==> config.mk <==
export PLATFORM = sky130hd
export DESIGN_NAME = fxp_sqrt
export DESIGN_NICKNAME = d
export VERILOG_FILES = /design/src/fxp_sqrt_pkg.sv /design/src/fxp_sqrt_ctrl.sv /design/src/fxp_sqrt_remainder.sv /design/src/fxp_sqrt_root.sv /design/src/fxp_sqrt_out_buf.sv /design/src/fxp_sqrt.sv
export SDC_FILE = /design/constraint.sdc
export NUM_CORES = 1
export LEC_CHECK = 0
export BUFFER_PORTS_ARGS = -buffer_cell sky130_fd_sc_hd__buf_4
export CORE_MARGIN = 8
export CORE_UTILIZATION = 59
export DETAILED_ROUTE_END_ITERATION = 8
export GPL_TIMING_DRIVEN = 1
export PLACE_DENSITY = 0.8
export SYNTH_ARGS = -nofsm -noshare
export SYNTH_HDL_FRONTEND = slang
export SYNTH_SLANG_ARGS = --single-unit
==> constraint.sdc <==
create_clock -name clk -period 3.2 [get_ports clk]
set_input_delay 0.64 -clock clk [delete_from_list [all_inputs] [get_ports clk]]
set_output_delay 0.64 -clock clk [all_outputs]
set_load 0.01 [all_outputs]
==> src/fxp_sqrt_pkg.sv <==
`default_nettype none

package fxp_sqrt_pkg;

  //==================================================
  // operand format
  //==================================================

  // unsigned q16.16 in and out
  localparam int bit_width = 32;
  localparam int f_bits    = 16;

  //==================================================
  // iteration control
  //==================================================

  // two radicand bits per root bit, radicand scaled by 2^f_bits
  localparam int iter_count = (bit_width + f_bits) / 2;
  localparam int cnt_width  = $clog2(iter_count + 1);

  //==================================================
  // fsm encodings
  //==================================================

  localparam logic [1:0] state_idle = 2'd0;
  localparam logic [1:0] state_calc = 2'd1;
  localparam logic [1:0] state_done = 2'd2;

endpackage

`default_nettype wire

==> src/fxp_sqrt_ctrl.sv <==
`timescale 1ns/1ps
`default_nettype none

module fxp_sqrt_ctrl
  import fxp_sqrt_pkg::*;
(
  input  logic clk,
  input  logic reset,

  // input handshake
  input  logic recv_val,
  output logic recv_rdy,

  // output buffer status
  input  logic buf_full,
  input  logic send_val,
  input  logic send_rdy,

  // datapath control
  output logic load,
  output logic step,
  output logic buf_load
);

  logic [1:0]           state;
  logic [1:0]           state_next;
  logic [cnt_width-1:0] iter_cnt;
  logic                 last_step;
  logic                 buf_free;

  //==================================================
  // handshake and datapath strobes
  //==================================================

  // only accept a radicand while nothing is in the engine
  assign recv_rdy = (state == state_idle);
  assign load     = recv_val && recv_rdy;
  assign step     = (state == state_calc);

  assign last_step = step && (iter_cnt == cnt_width'(iter_count - 1));

  // buffer is usable if empty or draining on this edge
  assign buf_free = !buf_full || (send_val && send_rdy);
  assign buf_load = (state == state_done) && buf_free;

  //==================================================
  // next state
  //==================================================

  always_comb begin
    state_next = state;
    case (state)
      state_idle: begin
        if (load) begin
          state_next = state_calc;
        end
      end
      state_calc: begin
        if (last_step) begin
          state_next = state_done;
        end
      end
      state_done: begin
        // single back-pressure point of the unit
        if (buf_load) begin
          state_next = state_idle;
        end
      end
      default: begin
        state_next = state_idle;
      end
    endcase
  end

  always_ff @(posedge clk) begin
    if (reset) begin
      state <= state_idle;
    end else begin
      state <= state_next;
    end
  end

  //==================================================
  // iteration counter
  //==================================================

  // counts steps taken since the last load
  always_ff @(posedge clk) begin
    if (reset) begin
      iter_cnt <= '0;
    end else if (load) begin
      iter_cnt <= '0;
    end else if (step) begin
      iter_cnt <= iter_cnt + 1'b1;
    end
  end

endmodule

`default_nettype wire

==> src/fxp_sqrt_remainder.sv <==
`timescale 1ns/1ps
`default_nettype none

module fxp_sqrt_remainder
  import fxp_sqrt_pkg::*;
(
  input  logic                 clk,
  input  logic                 load,
  input  logic                 step,
  input  logic [bit_width-1:0] recv_msg,
  input  logic [bit_width-1:0] root_value,
  output logic                 root_bit
);

  // partial remainder is two bits wider than the operand
  logic [bit_width+1:0] rem_q;
  logic [bit_width-1:0] rad_q;

  logic [bit_width+1:0] rem_shift;
  logic [bit_width+1:0] trial_sub;
  logic [bit_width+2:0] trial_diff;

  //==================================================
  // trial subtraction
  //==================================================

  // bring down the next two radicand bits
  assign rem_shift = {rem_q[bit_width-1:0], rad_q[bit_width-1 -: 2]};

  // 4 * root + 1
  assign trial_sub = {root_value, 2'b01};

  // one extra bit to catch the borrow
  assign trial_diff = {1'b0, rem_shift} - {1'b0, trial_sub};

  assign root_bit = ~trial_diff[bit_width+2];

  //==================================================
  // remainder and radicand shift registers
  //==================================================

  // the 66-bit pair {rem_q, rad_q} starts as the zero-extended radicand;
  // once rad_q drains, zeros shift in as the f_bits fraction scaling
  always_ff @(posedge clk) begin
    if (load) begin
      {rem_q, rad_q} <= {{(bit_width + 2){1'b0}}, recv_msg};
    end else if (step) begin
      if (root_bit) begin
        rem_q <= trial_diff[bit_width+1:0];
      end else begin
        rem_q <= rem_shift;
      end
      rad_q <= {rad_q[bit_width-3:0], 2'b00};
    end
  end

endmodule

`default_nettype wire

==> src/fxp_sqrt_root.sv <==
`timescale 1ns/1ps
`default_nettype none

module fxp_sqrt_root
  import fxp_sqrt_pkg::*;
(
  input  logic                 clk,
  input  logic                 load,
  input  logic                 step,
  input  logic                 root_bit,
  output logic [bit_width-1:0] root_value
);

  logic [bit_width-1:0] root_q;

  //==================================================
  // root accumulation
  //==================================================

  // msb of the root is decided first
  always_ff @(posedge clk) begin
    if (load) begin
      root_q <= '0;
    end else if (step) begin
      root_q <= {root_q[bit_width-2:0], root_bit};
    end
  end

  // q16.16 after the last step, also the trial divisor meanwhile
  assign root_value = root_q;

endmodule

`default_nettype wire

==> src/fxp_sqrt_out_buf.sv <==
`timescale 1ns/1ps
`default_nettype none

module fxp_sqrt_out_buf
  import fxp_sqrt_pkg::*;
(
  input  logic                 clk,
  input  logic                 reset,
  input  logic                 buf_load,
  input  logic [bit_width-1:0] root_value,
  input  logic                 send_rdy,
  output logic [bit_width-1:0] send_msg,
  output logic                 send_val,
  output logic                 buf_full
);

  logic [bit_width-1:0] data_q;
  logic                 valid_q;

  //==================================================
  // result holding register
  //==================================================

  always_ff @(posedge clk) begin
    if (buf_load) begin
      data_q <= root_value;
    end
  end

  // a reload in the same cycle as a send keeps the entry full
  always_ff @(posedge clk) begin
    if (reset) begin
      valid_q <= 1'b0;
    end else if (buf_load) begin
      valid_q <= 1'b1;
    end else if (send_rdy) begin
      valid_q <= 1'b0;
    end
  end

  //==================================================
  // output port
  //==================================================

  assign send_msg = data_q;
  assign send_val = valid_q;
  assign buf_full = valid_q;

endmodule

`default_nettype wire

==> src/fxp_sqrt.sv <==
`timescale 1ns/1ps
`default_nettype none

module fxp_sqrt
  import fxp_sqrt_pkg::*;
(
  input  logic                 clk,
  input  logic                 reset,

  // radicand in, unsigned q16.16
  input  logic [bit_width-1:0] recv_msg,
  input  logic                 recv_val,
  output logic                 recv_rdy,

  // root out, unsigned q16.16
  output logic [bit_width-1:0] send_msg,
  output logic                 send_val,
  input  logic                 send_rdy
);

  logic                 load;
  logic                 step;
  logic                 root_bit;
  logic [bit_width-1:0] root_value;
  logic                 buf_load;
  logic                 buf_full;

  //==================================================
  // control
  //==================================================

  fxp_sqrt_ctrl ctrl_i (
    .clk      (clk),
    .reset    (reset),
    .recv_val (recv_val),
    .recv_rdy (recv_rdy),
    .buf_full (buf_full),
    .send_val (send_val),
    .send_rdy (send_rdy),
    .load     (load),
    .step     (step),
    .buf_load (buf_load)
  );

  //==================================================
  // datapath
  //==================================================

  fxp_sqrt_remainder remainder_i (
    .clk        (clk),
    .load       (load),
    .step       (step),
    .recv_msg   (recv_msg),
    .root_value (root_value),
    .root_bit   (root_bit)
  );

  fxp_sqrt_root root_i (
    .clk        (clk),
    .load       (load),
    .step       (step),
    .root_bit   (root_bit),
    .root_value (root_value)
  );

  // lets the next radicand start while this result waits
  fxp_sqrt_out_buf out_buf_i (
    .clk        (clk),
    .reset      (reset),
    .buf_load   (buf_load),
    .root_value (root_value),
    .send_rdy   (send_rdy),
    .send_msg   (send_msg),
    .send_val   (send_val),
    .buf_full   (buf_full)
  );

endmodule

`default_nettype wire

==> results.cfg <==
[power]
p_leak_nw = 3.32
peakVddDrop_uv = 464
p_total_mw = 7.08
power_per_cell_area_nw_per_um2 = 884

[worst_hold_path]
hold_depth = 2
hold_start = reset
hp-class = in2reg
holdPathEnd = ctrl_i.state[0]

[timing]
hold_viol = 0
finClkSkew_ps = 11.5
slew_headroom_pct = 56.9
min_period_ps = 2890
fin_crit_sh_pct = 90.4
drv_slew = 0
fin_setup_tns_ps = 0
report.final.setup_viol = 0
max_clock_freq_mhz = 346
hold_slack_ps = 442
worst_slew_pin_slew_ps = 646
rsz0062_at_grt = false
final.setup.worst_slack_ps = 309

[setup_path]
critPathBufInv = 1
path_class = reg2reg
cp_slowest_stage_delay_ps = 460
cp_max_fo = 16
r2r-start = root_i.root_value[0]
rr_worst_depth = 10
rr_endpoint = remainder_i.rem_q[30]
cp_data_required_time_ps = 3540
slowest_stage = a31oi_4
cp_cell_sequence = inv_1 > ha_1 > and2b_1 > o2111ai_2 > a211oi_4 > o41a_2 > nand3_2 > a31oi_4 > nand2_1 > o211ai_1
critPathTopFamily = compound AO/OA/AOI/OAI gates
worstPathArrival_ps = 3230
cp-end-kind = flop
start_kind = flop
reg2reg_slack_ps = 310

[grt]
grt_pass1_vias = 5380
grt_max_degree = 63
overflow = 0
antenna_found_initial = 0
grt.total_usage_pct = 20.4
grt_pass1_wl_um = 24900

[route]
via_per_inst = 5.83
first_pass_iters = 5
ant_nets = 0
vias = 5523
drcViolationCount = 0
routedWlPerCell_um = 15.6
wl_um = 14800
first_iter_violations = 368

[cts]
cts_root_buf = clkbuf_16
cts_resized = 0
cts.sinks = 136
clockBufferDepth = 2
cts_tree = built
cts.clk_slew.worst_paths_ps = 60
clock_latency_ps = 420
cts_setup_buffers = 0
cts_hold_buf = 0
cts_buffers = 17
cts_max_level = 4

[floorplan]
rows = 39
start_util_pct = 60.0
fp.dieW_um = 123
dieArea_um2 = 15200
fp.dieH_um = 123
core_area_um2 = 11300
num_io_pins = 70

[yosys]
synth_warnings = 0
synth_top_family_by_area = simple AND/OR/NAND/NOR gates
yosys.area_share.simple_pct = 20.2
ys_types = 57
ys_seq_area_share_pct = 49.5
yosys_most_used_dff = dfxtp_1
async_flop_share_pct = 0
synth_fa_ha_area_share_pct = 6.26
synth_xor_area_share_pct = 4.12
synth_edf_count = 64
ys_ff_latch = 136
synth_compound_area_share_pct = 14.9
netlist_area_um2 = 6800
synth_mux_area_share_pct = 0.295
syn_inst = 735
synth_nets = 805
syn_avg_cell_area_um2 = 9.25

[placed_design]
routabilityCongestion = 0.908
post_dp_cell_area_um2 = 7410
hpwl_um = 10000
pre_cts_slack_ps = 353
numPortBuffers = 69

[job]
max-cap-violations = 0

[final_layout]
stdcell_area_um2 = 8010
mostFrequentLayoutCell = nand2_1
drive_above_1_share_pct = 15.2
areaGrowthSynthToFinish_pct = 17.8
nets = 862
fillerInstances = 861
layout_common_cells = 129 x nand2_1, 104 x nand3_1, 78 x buf_4
diodes = 0

[status]
status = completed
-- area by class of cell --
type | instances | area [um2] | share of cell area, %
flip-flops and latches | 136 | 3360 | 42.0
multi-input cells | 518 | 3130 | 39.1
repair buffers | 78 | 586 | 7.31
clock buffers | 20 | 437 | 5.45
well taps | 143 | 179 | 2.24
clock inverters | 12 | 156 | 1.95
inverters | 41 | 154 | 1.92
-- cell families (layout without fill, tap and decap cells) --
kind of cell / Yosys count / in the layout
AOI/OAI and AO/OA: 153 / 153
xor gates and xnor gates: 32 / 32
adders and majority gates: 34 / 34
buffers and inverters: 81 / 151
DFF: 136 / 136
muxes: 2 / 2
and+or+nand+nor: 297 / 297
-- synthesized netlist by cell type (6+ instances only) --
master	n	area, um2
xor2_1	16	140
inv_1	41	154
a21o_1	17	128
nand3_1	104	521
xnor2_1	16	140
nand2_1	130	488
nor3_1	12	60.1
nand4_1	7	43.8
a21oi_1	33	165
nor2_1	14	52.6
dfxtp_1	72	1440
ha_1	34	425
o211ai_1	7	52.6
buf_1	7	26.3
nand2b_1	6	37.5
clkbuf_1	28	105
o21ai_0	51	255
a32oi_1	7	61.3
edfxtp_1	64	1920
-- sequential cells by signal, summed over array words and instances (netlist names) --
| signal | flops |
|---|---|
| ctrl_i.state | 2 |
| ctrl_i.iter_cnt | 5 |
| remainder_i.rem_q | 32 |
| out_buf_i.buf_full | 1 |
| remainder_i.rad_q | 32 |
| root_i.root_value | 32 |
| out_buf_i.send_msg | 32 |
-- worst max-delay path by stage --
stage                              start               endpoint  depth (start not counted)
floorplan                       send_rdy  out_buf_i.send_msg[0]                          2
global placement    root_i.root_value[2]  remainder_i.rem_q[17]                         11
detailed placement  root_i.root_value[0]  remainder_i.rem_q[30]                         10
CTS                 root_i.root_value[0]  remainder_i.rem_q[30]                         10
global route        root_i.root_value[5]  remainder_i.rem_q[30]                         10
finish              root_i.root_value[0]  remainder_i.rem_q[30]                         10
-- routing by layer --
| layer | part of all wire (%) | track usage [%] | wire length [um] | vias to the layer above |
|---|---|---|---|---|
| met5 | 0 | 0 | 0 | - |
| met4 | 1.9 | 9.86 | 286 | 0 |
| met3 | 7.1 | 5.16 | 1060 | 24 |
| met2 | 47 | 32.2 | 6980 | 187 |
| met1 | 44 | 25.7 | 6500 | 2582 |
| li1 | - | - | - | 2730 |
-- through the flow --
stage | std cells | util (%)
floorplan | 735 | -
CTS | 948 | 70.7
finish | 948 | 70.7
detailed placement | 916 | 65.5
global route | 948 | 70.7
global placement | 916 | 65.5
-- where the power goes --
group | total [mW] | leakage [nW] | internal (mW) | switching (mW)
combinational | 2.94 | 1.83 | 1.18 | 1.76
sequential | 2.16 | 1.20 | 2.03 | 0.126
clock | 1.98 | 0.294 | 1.29 | 0.692
total | 7.08 | 3.32 | 4.50 | 2.57
Note: power is estimated with default switching activity, not from simulation.
